<file path="src/verilog/bus_pkg.sv">
`default_nettype none

// ----------------------------------------------------------------------
// CPU data bus widths and vector types
// ----------------------------------------------------------------------
package bus_pkg;

    localparam int DBUS_ADDR_W = 32;
    localparam int DBUS_DATA_W = 32;
    localparam int DBUS_STRB_W = DBUS_DATA_W / 8;  // One enable per byte lane

    // Byte address on the data bus
    typedef logic [DBUS_ADDR_W-1:0] dbus_addr_t;

    // One data word
    typedef logic [DBUS_DATA_W-1:0] dbus_word_t;

    // Byte write enables that leave memory untouched when all zero
    typedef logic [DBUS_STRB_W-1:0] dbus_strb_t;

endpackage

`default_nettype wire

</file>
<file path="src/verilog/axi_pkg.sv">
`default_nettype none

// ----------------------------------------------------------------------
// AXI payload types and channel positions
// ----------------------------------------------------------------------
package axi_pkg;

    localparam int AXI_ADDR_W = 32;
    localparam int AXI_DATA_W = 32;

    typedef logic [AXI_ADDR_W-1:0]   axi_addr_t;
    typedef logic [AXI_DATA_W-1:0]   axi_data_t;
    typedef logic [AXI_DATA_W/8-1:0] axi_strb_t;

    // Bit positions in the bridge's pending-channel vector
    localparam int CH_AR = 4;
    localparam int CH_R  = 3;
    localparam int CH_AW = 2;
    localparam int CH_W  = 1;
    localparam int CH_B  = 0;

endpackage

`default_nettype wire

</file>
<file path="src/verilog/dbus_to_axi.sv">
`timescale 1ns/1ns
`default_nettype none

module dbus_to_axi (
    input  logic                clk,
    input  logic                resetn,

    // CPU data bus
    input  logic                req,
    input  logic                wr,
    input  bus_pkg::dbus_addr_t addr,
    input  bus_pkg::dbus_strb_t wstrb,
    input  bus_pkg::dbus_word_t wdata,
    output logic                addr_ok,
    output logic                data_ok,
    output bus_pkg::dbus_word_t rdata,

    // AXI master side
    output logic                arvalid,
    input  logic                arready,
    output axi_pkg::axi_addr_t  araddr,
    input  logic                rvalid,
    output logic                rready,
    input  axi_pkg::axi_data_t  axi_rdata,
    output logic                awvalid,
    input  logic                awready,
    output axi_pkg::axi_addr_t  awaddr,
    output logic                wvalid,
    input  logic                wready,
    output axi_pkg::axi_data_t  axi_wdata,
    output axi_pkg::axi_strb_t  axi_wstrb,
    input  logic                bvalid,
    output logic                bready
);
    import bus_pkg::*;
    import axi_pkg::*;

    logic [4:0] pending;      // One bit per channel still owed
    logic [4:0] handshake;
    logic [4:0] issue_set;
    logic       busy;

    dbus_addr_t saved_addr;
    dbus_strb_t saved_strb;
    dbus_word_t saved_wdata;

    // ------------------------------------------------------------------
    // Channel bookkeeping
    // ------------------------------------------------------------------
    assign busy = |pending;

    always_comb begin
        issue_set = '0;
        if (wr) begin
            issue_set[CH_AW] = 1'b1;
            issue_set[CH_W]  = 1'b1;
            issue_set[CH_B]  = 1'b1;
        end else begin
            issue_set[CH_AR] = 1'b1;
            issue_set[CH_R]  = 1'b1;
        end
    end

    always_comb begin
        handshake        = '0;
        handshake[CH_AR] = pending[CH_AR] && arready;
        handshake[CH_R]  = pending[CH_R]  && rvalid;
        handshake[CH_AW] = pending[CH_AW] && awready;
        handshake[CH_W]  = pending[CH_W]  && wready;
        handshake[CH_B]  = pending[CH_B]  && bvalid;
    end

    always_ff @(posedge clk) begin
        if (resetn) begin
            pending <= '0;
        end else if (busy) begin
            pending <= pending & ~handshake;  // Each handshake retires its channel
        end else if (req) begin
            pending <= issue_set;
        end
    end

    // Request copy stays put while channels are in flight
    always_ff @(posedge clk) begin
        if (!busy) begin
            saved_addr  <= addr;
            saved_strb  <= wstrb;
            saved_wdata <= wdata;
        end
    end

    // ------------------------------------------------------------------
    // Data bus responses
    // ------------------------------------------------------------------
    assign addr_ok = !busy;
    assign data_ok = handshake[CH_W] || handshake[CH_R];
    assign rdata   = dbus_word_t'(axi_rdata);

    // ------------------------------------------------------------------
    // AXI valids and readies driven from the pending bits
    // ------------------------------------------------------------------
    assign arvalid   = pending[CH_AR];
    assign araddr    = axi_addr_t'(saved_addr);
    assign rready    = pending[CH_R];

    assign awvalid   = pending[CH_AW];
    assign awaddr    = axi_addr_t'(saved_addr);
    assign wvalid    = pending[CH_W];
    assign axi_wdata = axi_data_t'(saved_wdata);
    assign axi_wstrb = axi_strb_t'(saved_strb);
    assign bready    = pending[CH_B];

endmodule

`default_nettype wire

</file>
<file path="config.mk">
export PLATFORM = sky130hd
export DESIGN_NAME = dbus_to_axi
export DESIGN_NICKNAME = d
export VERILOG_FILES = /design/src/verilog/bus_pkg.sv /design/src/verilog/axi_pkg.sv /design/src/verilog/dbus_to_axi.sv
export SDC_FILE = /design/constraint.sdc
export NUM_CORES = 1
export LEC_CHECK = 0
export ABC_AREA = 1
export BUFFER_PORTS_ARGS = -buffer_cell sky130_fd_sc_hd__buf_2
export CORE_ASPECT_RATIO = 0.6
export CORE_MARGIN = 10
export CORE_UTILIZATION = 40
export DETAILED_ROUTE_END_ITERATION = 10
export GPL_TIMING_DRIVEN = 0
export PLACE_DENSITY = 0.85
export SYNTH_ARGS = -nofsm -noshare
export SYNTH_HDL_FRONTEND = slang
export SYNTH_SLANG_ARGS = --single-unit
export TNS_END_PERCENT = 1
</file>
<file path="constraint.sdc">
create_clock -name clk -period 3.7 [get_ports clk]
set_input_delay 0.185 -clock clk [delete_from_list [all_inputs] [get_ports clk]]
set_output_delay 0.185 -clock clk [all_outputs]
set_load 0.02 [all_outputs]
</file>
==> run summary <==
critical path's slowest cell -> inv_2
Final ANT Viol Nets -> 0
status -> complete, no violations
maximum vdd drop -> 0.411 mV
Max Transition Viols Final -> 0
root buf cell -> clkbuf_16
dpl ws -> 1.95 ns
dominant cell type by area after synthesis -> edfxtp_1
Crit Path Class -> reg2reg
Std-Cell Rows -> 23
setup repair after global routing missed its margin -> false
DRC Markers -> 0
fin crit share -> 46.6%
mapped cell area -> 2780 µm²
Tmin final -> 1.72 ns
clk slew on worst S/H paths -> 0.06 ns
first-pass GRT wire length -> 13.1 mm
post-CTS setup buffers -> 0
flops & latches, synth -> 73
diode count -> 0
worst r2r src -> pending[3]
WL final -> 8.79 mm
CTS hold repair buffers -> 0
switching portion of total power -> 29.8%
Internal Power -> 2130 µW
CP delay by family, top -> buffers and inverters
Reg2Reg Depth -> 4
post-DR vias/cell -> 4.16
most frequent cells in the layout -> buf_2 (215), edfxtp_1 (68), buf_4 (64)
IO Pins -> 248
reg2reg end -> axi_wstrb[3]
Tightest Pin Transition -> 0.619 ns
clock power share -> 33.9%
critical hold path startpoint -> wdata[11]
Core Box Area -> 6710 µm²
part of the Yosys area used for sequential elements -> 77.2%
Max-slew headroom -> 58.7%
Die H -> 84.5 µm
worst hold stages -> 1
Initial DRT Pass Iterations -> 4
H-tree levels -> 3
final setup margin -> 1.98 ns
Max Fclk -> 580 MHz
drt initial violations -> 76
DIE WIDTH -> 128 µm
Worst-Skew Late Latency -> 0.33 ns
max cap viols -> 0
largest net degree at the start of global routing -> 40
Via Count -> 2039
worst-path maximum fanout -> 39
Yosys cell types -> 13
TNS Setup -> 0 ns
Synth Net Count -> 280
Startpoint Class -> register
largest cells by area after synthesis -> edfxtp_1 (74%), buf_4 (17%), dfxtp_1 (3.6%)
number of setup violations in the final report -> 0
WP buf/inv -> 2
initial antenna violation count -> 0
CTS Buffer Depth -> 2
number of global-route vias before repair -> 2322
starting density of the core -> 41.4%
CP max stage delay -> 0.48 ns
element type at the critical path end -> register
Routed WL per cell -> 17.9 µm
CTS buffer count -> 9
worst path required time -> 3.72 ns
GRT Overall Usage -> 15.8%
CP cell instances -> nor2_2 -> nand3_2 -> inv_2 -> buf_12
Gate power share -> 27.6%
# nets final -> 507
most common cell after layout, fill and taps aside -> buf_2
WHS Endpoint -> axi_wdata[11]
Psw -> 904 µW
post-synth top area share -> 73.6%
layout cells sized above 1 -> 74.4%
Seq pwr share -> 38.6%
Clock Skew -> 0.00579 ns
Leakage Power -> 0.00217 µW
Worst Path Arrival -> 1.74 ns
die area -> 10800 µm²
Pwr per Cell Area -> 700 nW/µm²
post_cts resized -> 0
PortBufs -> 215
synthesis-to-layout area growth -> 56.3%
flop-to-flop setup slack -> 1.98 ns
Yosys warning count -> 0
Hold Path Class -> in2reg
post-DP HPWL -> 7.55 mm
CTS Sinks -> 73
mean post-synth cell area -> 16.2 µm²
Routability Congestion -> 0.729
remaining global-route overflow -> 0
Mapped Cells -> 171
TritonCTS clock tree -> yes
Final Hold Fails -> 0
[kinds of logic (layout without fill, tap and decap cells)]
| logic type | after synthesis | in the layout | share of synthesized area (%) |
|---|---|---|---|
| flops | 73 | 73 | 77.2 |
| simple gates | 19 | 19 | 3.16 |
| buf+inv | 75 | 307 | 18.8 |
| compound gates | 4 | 4 | 0.857 |
[registers in the layout, indices dropped and copies added (netlist names)]
| name | cells |
|---|---|
| araddr | 32 |
| pending | 5 |
| axi_wdata | 32 |
| axi_wstrb | 4 |
[Yosys cell counts]
cell type and count:
nand4_1 1, nand2_2 1, nand3_2 1, a21oi_1 3, inv_2 1, inv_1 10, buf_4 64, nor2_1 5
nand2_1 9, nor2_2 2, dfxtp_1 5, edfxtp_1 68, a22o_1 1
[worst max path at each step]
stage / start / to / cells after the start
finish: pending[3] / axi_wstrb[3] / 4
global route: pending[3] / axi_wstrb[3] / 4
CTS: pending[3] / araddr[21] / 4
detailed placement: pending[3] / axi_wdata[19] / 4
global placement: pending[3] / axi_wstrb[1] / 3
floorplan: pending[3] / araddr[0] / 3
[per-layer routing]
metal | up-vias | part of all wire, % | track usage (%)
met1 | 926 | 32 | 13.2
met3 | 9 | 13 | 10.9
met5 | - | 0 | 0
li1 | 978 | - | -
met4 | 0 | 0.83 | 4.63
met2 | 126 | 54 | 29.2
[cell type report]
cell class                      count  area (µm²)
Clock buffer                        9         225
Clock inverter                      7         133
Fill cell                         519        2370
Multi-Input combinational cell     23         111
Buffer                             64         480
Sequential cell                    73        2140
Tap cell                           87         109
Timing Repair Buffer              216        1100
Inverter                           11        41.3
[power by group through the flow]
stage | combinational, µW | sequential (µW) | clock [µW]
after floorplan | 322 | 1390 | 0
after global placement | 827 | 1190 | 0
after detailed placement | 854 | 1190 | 0
after CTS | 856 | 1170 | 1050
after global routing | 896 | 1190 | 1080
final | 836 | 1170 | 1030
[per-stage QoR]
stage | hold slack, ns | cells | power [µW] | area, µm² | util (%)
floorplan | 0.254 | 171 | 1710 | 2780 | -
global placement | 0.361 | 473 | 2020 | 3960 | 59.1
detailed placement | 0.363 | 474 | 2040 | 3980 | 59.4
CTS | 0.0112 | 490 | 3080 | 4340 | 64.7
global route | 0.0110 | 490 | 3170 | 4340 | 64.7
finish | 0.0291 | 490 | 3040 | 4340 | 64.7
Power figures use the tool's default switching activity.
