==> config.mk <==
export PLATFORM = sky130hd
export DESIGN_NAME = axi_sram_ctrl
export DESIGN_NICKNAME = d
export VERILOG_FILES = /design/src/verilog/axi_pkg.sv /design/src/verilog/axi_sram_ctrl.sv
export SDC_FILE = /design/constraint.sdc
export NUM_CORES = 1
export LEC_CHECK = 0
export BUFFER_PORTS_ARGS = -buffer_cell sky130_fd_sc_hd__buf_2
export CORE_AREA = 3 3 84 86
export CTS_BUF_LIST = sky130_fd_sc_hd__clkbuf_2
export DETAILED_ROUTE_END_ITERATION = 6
export DIE_AREA = 0 0 87 89
export PLACE_DENSITY = 0.77
export REMOVE_ABC_BUFFERS = 1
export SLEW_MARGIN = 20
export SYNTH_ARGS = -nofsm -noshare
export SYNTH_HDL_FRONTEND = slang
export SYNTH_SLANG_ARGS = --single-unit
export TNS_END_PERCENT = 20
==> constraint.sdc <==
create_clock -name clk -period 2.7 [get_ports clk]
set_clock_uncertainty 0.2 [all_clocks]
set_input_delay 0.54 -clock clk [delete_from_list [all_inputs] [get_ports clk]]
set_output_delay 0.54 -clock clk [all_outputs]
set_load 0.05 [all_outputs]
==> src/verilog/axi_pkg.sv <==
`default_nettype none

// ----------------------------------------------------------------------
// AXI payload types and channel positions
// ----------------------------------------------------------------------
package axi_pkg;

    localparam int AXI_ADDR_W = 32;
    localparam int AXI_DATA_W = 32;

    typedef logic [AXI_ADDR_W-1:0]   axi_addr_t;
    typedef logic [AXI_DATA_W-1:0]   axi_data_t;
    typedef logic [AXI_DATA_W/8-1:0] axi_strb_t;

    // Bit positions in the bridge's pending-channel vector
    localparam int CH_AR = 4;
    localparam int CH_R  = 3;
    localparam int CH_AW = 2;
    localparam int CH_W  = 1;
    localparam int CH_B  = 0;

endpackage

`default_nettype wire

==> src/verilog/axi_sram_ctrl.sv <==
`timescale 1ns/1ns
`default_nettype none

module axi_sram_ctrl #(
    parameter int DEPTH = 256
) (
    input  logic                       clk,
    input  logic                       resetn,

    // AXI slave side
    input  logic                       arvalid,
    output logic                       arready,
    input  axi_pkg::axi_addr_t         araddr,
    output logic                       rvalid,
    input  logic                       rready,
    output axi_pkg::axi_data_t         rdata,
    input  logic                       awvalid,
    output logic                       awready,
    input  axi_pkg::axi_addr_t         awaddr,
    input  logic                       wvalid,
    output logic                       wready,
    input  axi_pkg::axi_data_t         wdata,
    input  axi_pkg::axi_strb_t         wstrb,
    output logic                       bvalid,
    input  logic                       bready,

    // Array side
    output logic [$clog2(DEPTH)-1:0]   mem_addr,
    output logic                       mem_we,
    output axi_pkg::axi_strb_t         mem_wstrb,
    output axi_pkg::axi_data_t         mem_wdata,
    input  axi_pkg::axi_data_t         mem_rdata
);
    import axi_pkg::*;

    localparam int IDX_W = $clog2(DEPTH);

    typedef enum logic [2:0] {
        IDLE,
        READ,
        RESP_R,
        WRITE,
        RESP_B
    } sram_ctrl_state_t;

    sram_ctrl_state_t state;
    sram_ctrl_state_t state_next;

    logic             ar_hs;
    logic             aw_hs;
    logic             w_hs;
    logic             aw_held;
    logic             w_held;
    logic [IDX_W-1:0] rd_idx;
    logic [IDX_W-1:0] wr_idx;
    axi_data_t        wdata_q;
    axi_strb_t        wstrb_q;

    // ------------------------------------------------------------------
    // Channel acceptance
    // ------------------------------------------------------------------
    assign arready = (state == IDLE);
    assign awready = (state == IDLE) && !aw_held && !arvalid;  // A pending read goes first
    assign wready  = (state == IDLE) && !w_held && !arvalid;

    assign ar_hs = arvalid && arready;
    assign aw_hs = awvalid && awready;
    assign w_hs  = wvalid && wready;

    always_comb begin
        state_next = state;
        case (state)
            IDLE: begin
                if (ar_hs)
                    state_next = READ;
                else if ((aw_held || aw_hs) && (w_held || w_hs))
                    state_next = WRITE;
            end
            READ:    state_next = RESP_R;
            RESP_R:  if (rready) state_next = IDLE;
            WRITE:   state_next = bready ? IDLE : RESP_B;
            RESP_B:  if (bready) state_next = IDLE;
            default: state_next = IDLE;
        endcase
    end

    always_ff @(posedge clk) begin
        if (resetn) begin
            state   <= IDLE;
            aw_held <= 1'b0;
            w_held  <= 1'b0;
        end else begin
            state <= state_next;
            if (aw_hs)
                aw_held <= 1'b1;
            else if (state == WRITE)
                aw_held <= 1'b0;
            if (w_hs)
                w_held <= 1'b1;
            else if (state == WRITE)
                w_held <= 1'b0;
        end
    end

    // Word index drops the byte offset, so addresses wrap modulo DEPTH
    always_ff @(posedge clk) begin
        if (ar_hs)
            rd_idx <= araddr[IDX_W+1:2];
        if (aw_hs)
            wr_idx <= awaddr[IDX_W+1:2];
        if (w_hs) begin
            wdata_q <= wdata;
            wstrb_q <= wstrb;
        end
    end

    // ------------------------------------------------------------------
    // Array drive and responses
    // ------------------------------------------------------------------
    assign mem_addr  = (state == WRITE) ? wr_idx : rd_idx;
    assign mem_we    = (state == WRITE);  // Exactly one write per AW/W pair
    assign mem_wstrb = wstrb_q;
    assign mem_wdata = wdata_q;

    assign rvalid = (state == RESP_R);
    assign rdata  = mem_rdata;          // Array keeps rereading rd_idx while R stalls
    assign bvalid = (state == WRITE) || (state == RESP_B);

endmodule

`default_nettype wire

==> impl_metrics.tcl, run 1 <==
set metrics [dict create \
    core_sq_um 6350 \
    wl_met1_um 2570 \
    sw_frac_of_total_pct 33.4 \
    yosysTopAreaCell "edfxtp_1" \
    gr-total-overflow 0 \
    routed-wl-met2_um 4180 \
    slew_violations 0 \
    drv_cap 0 \
    hold_depth 2 \
    yosys_most_used_dff "edfxtp_1" \
    ff2ff_path_depth 4 \
    synth-compound-area-share_pct 1.93 \
    synth_top_family_by_area "buffers and inverters" \
    hp-class "in2reg" \
    synth_cell_types 26 \
    yosysSeqAreaShare_pct 75.2 \
    worstHoldEndpoint "state[2]" \
    post-route-min-period_ps 2570 \
    grt_start_max_net_pins 37 \
    grt_pass1_wl_um 12100 \
    hold_viol 0 \
    syn_to_final_growth_pct 47.8 \
    min_from "bready" \
    worstPathMaxFanout 10 \
    via_per_inst 4.61 \
    drt-pass1-iter-count 5 \
    fin_ws_ps 127 \
    r2r_end "mem_wdata[19]" \
    rrSetupSlack_ps 900 \
    clkLatencyLatePin_ps 470 \
    synth.area.mux_share_pct 4.53 \
    async_reset_ff_share_pct 0 \
    synth_warnings 0 \
    wl_um 8980 \
    top_layer "met4" \
    synth.most_common_cell "edfxtp_1" \
    drive_gt1_share_pct 48.0 \
    worstSetupPathType "reg2out" \
    p_int_uw 1410 \
    setup_tns_ps 0 \
    synth_edf_count 52 \
    regArea_sq_um 1670 \
    worst_setup_path_start_kind "flop" \
    ys_ff_latch 57 \
    reg2reg_from "state[2]" \
    synthCells 130 \
    io_buffers 108 \
    n_antenna_cell 0 \
    cts.root.buffer_cell "clkbuf_2" \
    nets 409 \
    antenna_found_initial 0 \
    crit_path_end_kind "primary output" \
    ctsHtreeMaxLevel 3 \
    synthXorXnorAreaFrac_pct 0 \
    post_drt_wl_per_cell_um 25.5 \
    p_comb_share_pct 23.5 \
    status "finished, final reports clean" \
    vias 1621 \
    die_w_um 87 \
    synthAdderAreaFrac_pct 0 \
    path_clk_slew_ps 170 \
    wl_met3_um 1740 \
    synth_simple_gate_area_share_pct 6.23 \
    cp.required_ps 1960 \
    fill_cells 523 \
    grt_pass1_vias 1700 \
    synth.area.top_cells "edfxtp_1, buf_4, dfxtp_1" \
    die_y_um 89 \
    rsz0062_at_grt "false" \
    cp.arrival_ps 1830 \
    num_rows 29 \
    max-clock-path-buffers 2 \
    synthesis.area_sq_um 2210 \
    peakVddDrop_mv 0.340 \
    p_clk_share_pct 26.1 \
    synthTopCellsByCount "edfxtp_1, buf_4, mux2_1" \
    pwr_density_cell_nw_per_um2 650 \
    min_period_over_period_pct 95.3 \
    ant_nets 0 \
    cts_made_buffers 9 \
    postSynthAreaPerCell_sq_um 17.0 \
    finalSetupViolCount 0 \
    dp_hpwl_um 6830 \
    fp.dieArea_sq_um 7740 \
    p_leak_uw 0.00137 \
    dp_slack_ps 359 \
    timing.slew.headroom_pct 72.7 \
    yosysTopAreaCellShare_pct 70.7 \
    place_congestion 0.852 \
    p_sw_uw 708 \
    drtIter0Drc 20 \
    cts_sinks 57 \
    initial_core_util_pct 34.8 \
    tightest_slew_ps 410 \
    track_usage_pct 23.6 \
    ios 221 \
    multi_input_area_sq_um 280 \
    cts_tree "built" \
    max_freq_mhz 389 \
    drc 0 \
    p_seq_share_pct 50.4 \
]
[critical path: stages (launching register included)]
cell      delay (ps)
dfxtp_2          450
nand3b_1         150
buf_4            190
mux2_1           350
buf_2            220
[cells in the final DEF, fill, tap and decap left out, types with 2 or more instances in the layout]
master           n
nor2_1           3
nand2_1          2
dfxtp_2          3
nand3b_1         3
a21oi_1          2
clkbuf_2         9
edfxtp_1        52
dlygate4sd3_1   51
buf_2          107
nor3b_1          2
buf_4            3
dfxtp_1          2
or4b_1           2
mux2_1           8
nand2b_1         3
inv_1            2
clkinv_4         2
clkinvlp_4       2
[how the worst max path moves through the flow]
stage | from | end | slack (ps) | cells after the start
CTS | state[2] | mem_addr[1] | 0.02 | 4
finish | state[2] | mem_addr[2] | 130 | 4
global route | state[2] | mem_addr[2] | 20 | 4
global placement | state[1] | mem_addr[6] | 370 | 3
detailed placement | state[1] | mem_addr[1] | 360 | 3
floorplan | state[2] | rd_idx[0] | 220 | 2
[kinds of logic (layout without fill, tap and decap cells)]
family,count (synthesis),after routing
and+or+nand+nor,21,21
DFF,57,57
buffers and inverters,37,182
AOI/OAI and AO/OA,6,6
muxes,9,9
[cell type report]
cell class	count	share of cell area [%]
Sequential cell	57	51.0
Timing Repair Buffer	163	33.6
Multi-Input combinational cell	36	8.58
Tap cell	77	2.95
Clock inverter	7	2.18
Clock buffer	9	1.38
Inverter	3	0.345
[power groups by stage]
stage,combinational (uW),sequential [uW],clock (uW)
after floorplan,182,1200,0
after global placement,434,1080,0
after detailed placement,436,1090,0
after CTS,489,1070,570
after global routing,527,1080,616
final,499,1070,554
[flip-flops by register name (all words and copies together) (netlist names)]
name	flops
state	3
mem_wdata	32
wr_idx	8
aw_held	1
mem_wstrb	4
rd_idx	8
w_held	1
[repair_timing]
action,CTS,global route
setup buffers,2,0
setup endpoints to repair,10,10
hold endpoints to repair,45,6
hold buffers,45,6
gates resized for setup,0,4
[routing by layer]
metal | up-vias | global-route usage, %
li1 | 730 | -
met1 | 698 | 20.4
met2 | 168 | 38.1
met3 | 25 | 18.4
met4 | 0 | 14.3
met5 | - | 0.649
[per-stage QoR]
step	area (sq um)	hold slack (ps)	power (uW)	std cells	utilization, %
floorplan	1950	252	1380	96	-
global route	3270	-0.735	2220	352	51.4
finish	3270	56.8	2120	352	51.4
CTS	3200	4.45	2130	346	50.4
detailed placement	2620	280	1520	283	41.2
global placement	2620	270	1520	283	41.2
No activity file was read; power rests on OpenSTA's default activity.
==> run 2, diff against run 1 <==
- CORE_AREA: 3 3 84 86 -> 3 3 85 87
- CTS_BUF_LIST: sky130_fd_sc_hd__clkbuf_2 -> sky130_fd_sc_hd__clkbuf_16
- DIE_AREA: 0 0 87 89 -> 0 0 88 90
- PLACE_DENSITY: 0.77 -> 0.76
==> run 2 against run 1 <==
  * Sequential share of layout area increased by 6.0 points
  * Design area decreased by 11%
  * Cell count decreased by 15%
  * Combinational power decreased by 15%
  * Sequential cell count unchanged
  * First-iteration DRC count increased by 45%
  * Clock power increased by 100%
  * Count of clock-buffer cells in the layout unchanged
  * Non-clock buffer count decreased by 52
  * Critical path depth unchanged
  * Largest power group is now clock
==> impl_metrics.tcl, run 2 (synthesis gave the netlist of run 1 again) <==
set metrics [dict create \
    ctsHtreeMaxLevel 3 \
    grt_pass1_vias 1462 \
    gr-total-overflow 0 \
    p_leak_uw 0.00123 \
    rsz0062_at_grt "false" \
    pwr_density_cell_nw_per_um2 895 \
    min_from "wdata[7]" \
    tightest_slew_ps 449 \
    die_y_um 90 \
    post-route-min-period_ps 2460 \
    largest_register_ffs 32 \
    mostFrequentLayoutCells "buf_2, edfxtp_1, clkbuf_16, mux2_1, dfxtp_1" \
    max_freq_mhz 406 \
    fp.dieArea_sq_um 7920 \
    cts_sinks 57 \
    worstPathMaxFanout 10 \
    setup_tns_ps 0 \
    p_clk_share_pct 42.7 \
    place_congestion 0.800 \
    ios 221 \
    cts_made_buffers 9 \
    clkLatencyLatePin_ps 310 \
    min_period_over_period_pct 91.2 \
    post_drt_wl_per_cell_um 25.7 \
    hold_viol 0 \
    startpoint "state[2]" \
    via_per_inst 4.67 \
    vias 1402 \
    cp.required_ps 1960 \
    track_usage_pct 19.3 \
    antenna_found_initial 3 \
    cts_tree "built" \
    post_dp_cell_area_sq_um 2610 \
    die_w_um 88 \
    worstSetupPathType "reg2out" \
    cp_slowest_stage_delay_ps 490 \
    fin_util_pct 45.4 \
    slew_violations 0 \
    cts.root.buffer_cell "clkbuf_16" \
    status "finished, final reports clean" \
    p_seq_share_pct 41.0 \
    drive_gt1_share_pct 57.4 \
    crit_buf_inv 2 \
    r2r_end "mem_wstrb[2]" \
    stdcell_area_sq_um 2910 \
    ant_nets 0 \
    cp.arrival_ps 1720 \
    syn_to_final_growth_pct 31.9 \
    reg2reg_from "state[2]" \
    crit_family "flip-flops" \
    num_rows 29 \
    drt-pass1-iter-count 4 \
    crit_path_end_kind "primary output" \
    worstHoldEndpoint "mem_wdata[7]" \
    drv_cap 0 \
    initial_core_util_pct 34.4 \
    core_sq_um 6420 \
    io_buffers 108 \
    drc 0 \
    sw_frac_of_total_pct 28.3 \
    p_sw_uw 738 \
    peakVddDrop_mv 0.398 \
    p_int_uw 1870 \
    grt_start_max_net_pins 37 \
    finalSetupViolCount 0 \
    crit_path_top_delay_cell "dfxtp_1" \
    rrSetupSlack_ps 730 \
    p_comb_share_pct 16.3 \
    drtIter0Drc 29 \
    worst_setup_path_start_kind "flop" \
    cts_hold_buffers 0 \
    wl_um 7720 \
    nets 357 \
    whs_ps 193 \
    path_clk_slew_ps 60 \
    max-clock-path-buffers 2 \
    hold_depth 1 \
    dp_hpwl_um 6600 \
    n_antenna_cell 0 \
    timing.slew.headroom_pct 70.1 \
    crit_chain "nand3b_1 > buf_4 > mux2_1 > buf_2" \
    ff2ff_path_depth 4 \
    hp-class "in2reg" \
    grt_pass1_wl_um 10100 \
    layout_commonest_cell "buf_2" \
]
## run 2: power groups by stage
stage	clock network (uW)	logic, uW	registers (uW)
6_report	1110	425	1070
5_1_grt	1200	449	1070
4_1_cts	1140	429	1070
3_5_place_dp	0	427	1090
3_3_place_gp	0	423	1080
2_1_floorplan	0	182	1200
## run 2: how the worst max path moves through the flow
stage	end	slack, ps	cells past startpoint
global placement	mem_addr[7]	370	3
finish	mem_addr[1]	240	4
detailed placement	mem_addr[7]	330	3
CTS	wready	220	3
floorplan	rd_idx[0]	220	2
global route	mem_addr[0]	130	4
## run 2: per-stage QoR
step                      setup slack [ps]  std cells  total power (uW)
final                                  238        300              2610
after global routing                   132        300              2720
after CTS                              221        300              2640
after detailed placement               329        283              1510
after global placement                 373        283              1510
after floorplan                        224         96              1380
## run 2: what timing repair did
action,in CTS,in global routing
setup endpoints to repair,5,0
hold endpoints to repair,0,0
gates resized for setup,0,0
setup buffers,1,0
## run 2: per-layer routing
metal	track usage [%]	wire length, um	part of all wire, %
met4	6.65	104	1.3
met2	32.4	3830	50
met3	18.5	1610	21
met1	14.9	2120	27
met5	0.699	47	0.61
## run 2: layout make-up
class	count	area [sq um]
fill	577	3510
sequential	57	1660
timing repair buffer	111	563
clock inverter	7	76.3
clock buffer	9	225
multi-input combinational	36	280
inverter	3	11.3
tap	77	96.3
==> run 3, diff against run 2 <==
- REMOVE_ABC_BUFFERS: 1 -> not set
==> run 3 against run 2 <==
  * Fmax is 3.0% lower
  * Register-to-register slack about the same
  * Worst setup slack worse by 75 ps
  * First-iteration DRC count is 41% higher
  * Sequential share of layout area up 0.15 points
  * Hold slack gained 4.7 ps
  * Routed wire length fell by 46%
  * Sequential power barely moved
  * Design area fell by 0.26%
  * Power decreased by 0.91%
  * Highest routed layer is now met4
==> impl_metrics.tcl, run 3 (synthesis gave the netlist of run 1 again) <==
set metrics [dict create \
    die_w_um 88 \
    ios 221 \
    crit_path_end_kind "primary output" \
    drc 0 \
    slew_violations 0 \
    largest_register_ffs 32 \
    fill_cells 563 \
    initial_core_util_pct 34.4 \
    cts_sinks 57 \
    setup_tns_ps 0 \
    synth_fp_nets 269 \
    die_y_um 90 \
    post_cts_buffers 0 \
    whs_ps 198 \
    gr-total-overflow 0 \
    hp-class "in2reg" \
    layout_commonest_cell "buf_2" \
    post-route-min-period_ps 2540 \
    n_antenna_cell 0 \
    dp_hpwl_um 3240 \
    status "finished, final reports clean" \
    drtIter0Drc 41 \
    rsz0062_at_grt "false" \
    worstSetupPathType "reg2out" \
    r2r_end "mem_wstrb[2]" \
    ant_nets 0 \
    nets 356 \
    pwr_density_cell_nw_per_um2 890 \
    grt_start_max_net_pins 37 \
    stdcell_count 299 \
    cts.root.buffer_cell "clkbuf_16" \
    min_from "wdata[29]" \
    place_congestion 0.758 \
    io_buffers 108 \
    finalSetupViolCount 0 \
    grt_pass1_wl_um 6560 \
    timing.slew.headroom_pct 70.7 \
    fp.dieArea_sq_um 7920 \
    path_clk_slew_ps 50 \
    max_freq_mhz 394 \
    dp_cells 283 \
    p_leak_uw 0.00122 \
    wl_um 4180 \
    cts_made_buffers 9 \
    min_period_over_period_pct 93.9 \
    drive_gt1_share_pct 57.7 \
    via_per_inst 4.43 \
    regArea_sq_um 1660 \
    clkLatencyLatePin_ps 310 \
    ctsHtreeMaxLevel 3 \
    tightest_slew_ps 440 \
    reg2reg_from "state[2]" \
    stdcell_area_sq_um 2910 \
    drv_cap 0 \
    post_dp_cell_area_sq_um 2610 \
    worstPathMaxFanout 10 \
    cp.required_ps 1960 \
    mostFrequentLayoutCells "buf_2, edfxtp_1, clkbuf_16, mux2_1, dfxtp_1" \
    worst_setup_path_start_kind "flop" \
    multi_input_area_sq_um 280 \
    rrSetupSlack_ps 730 \
    num_rows 29 \
    grt_pass1_vias 1387 \
    max-clock-path-buffers 2 \
    cts_resized 0 \
    cts_tree "built" \
    ff2ff_path_depth 4 \
    hold_viol 0 \
    cts_hold_buffers 0 \
    worstHoldEndpoint "mem_wdata[29]" \
    peakVddDrop_mv 0.442 \
    antenna_found_initial 0 \
    hold_depth 1 \
    track_usage_pct 11.1 \
    syn_to_final_growth_pct 31.5 \
    core_sq_um 6420 \
    drt-pass1-iter-count 4 \
    power_uw 2590 \
    cp.arrival_ps 1800 \
    vias 1326 \
    post_drt_wl_per_cell_um 14.0 \
]
## run 3: changes by cell type in the layout (fill, tap and decap cells not counted)
cell,previous run,this run
buf_4,3,2
clkinv_1,1,0
clkinv_2,0,1
clkinv_4,1,0
clkinvlp_4,1,2
## run 3: routing by layer
layer | global-route usage [%] | vias to the layer above | share of wire (%)
met5 | 0 | - | 0
met4 | 7.54 | 0 | 2.6
met3 | 8.68 | 16 | 18
met2 | 16.6 | 99 | 45
met1 | 10.1 | 584 | 34
li1 | - | 627 | -
## run 3: report_power, final
part	switching (uW)	internal, uW	total [uW]	leakage, uW
Combinational	309	106	415	0.000560
Sequential	24.5	1040	1070	0.000522
Clock	382	720	1100	0.000143
Total	716	1870	2590	0.00122
## run 3: critical path: stages (launching register included)
cell	delay, ps
dfxtp_1	480
nand3b_1	230
buf_4	220
mux2_1	340
buf_2	220
## run 3: layout make-up
class / count / area share (%)
Clock buffer: 9 / 7.75
Clock inverter: 7 / 2.63
Inverter: 3 / 0.387
Multi-Input combinational cell: 36 / 9.64
Sequential cell: 57 / 57.2
Tap cell: 77 / 3.31
Timing Repair Buffer: 110 / 19.1
## run 3: how the worst max path moves through the flow
stage,cells after the start,slack (ps),endpoint,startpoint
6_report,4,160,mem_addr[2],state[2]
3_3_place_gp,4,470,wready,arvalid
4_1_cts,4,130,mem_addr[2],state[2]
5_1_grt,4,70,mem_addr[2],state[2]
3_5_place_dp,4,470,awready,arvalid
2_1_floorplan,3,190,rd_idx[0],state[1]
## run 3: metrics by stage
step / utilization (%) / setup slack, ps
after floorplan: - / 195
after global placement: 40.6 / 467
after detailed placement: 40.6 / 469
after CTS: 45.3 / 132
after global routing: 45.3 / 71.8
final: 45.3 / 164
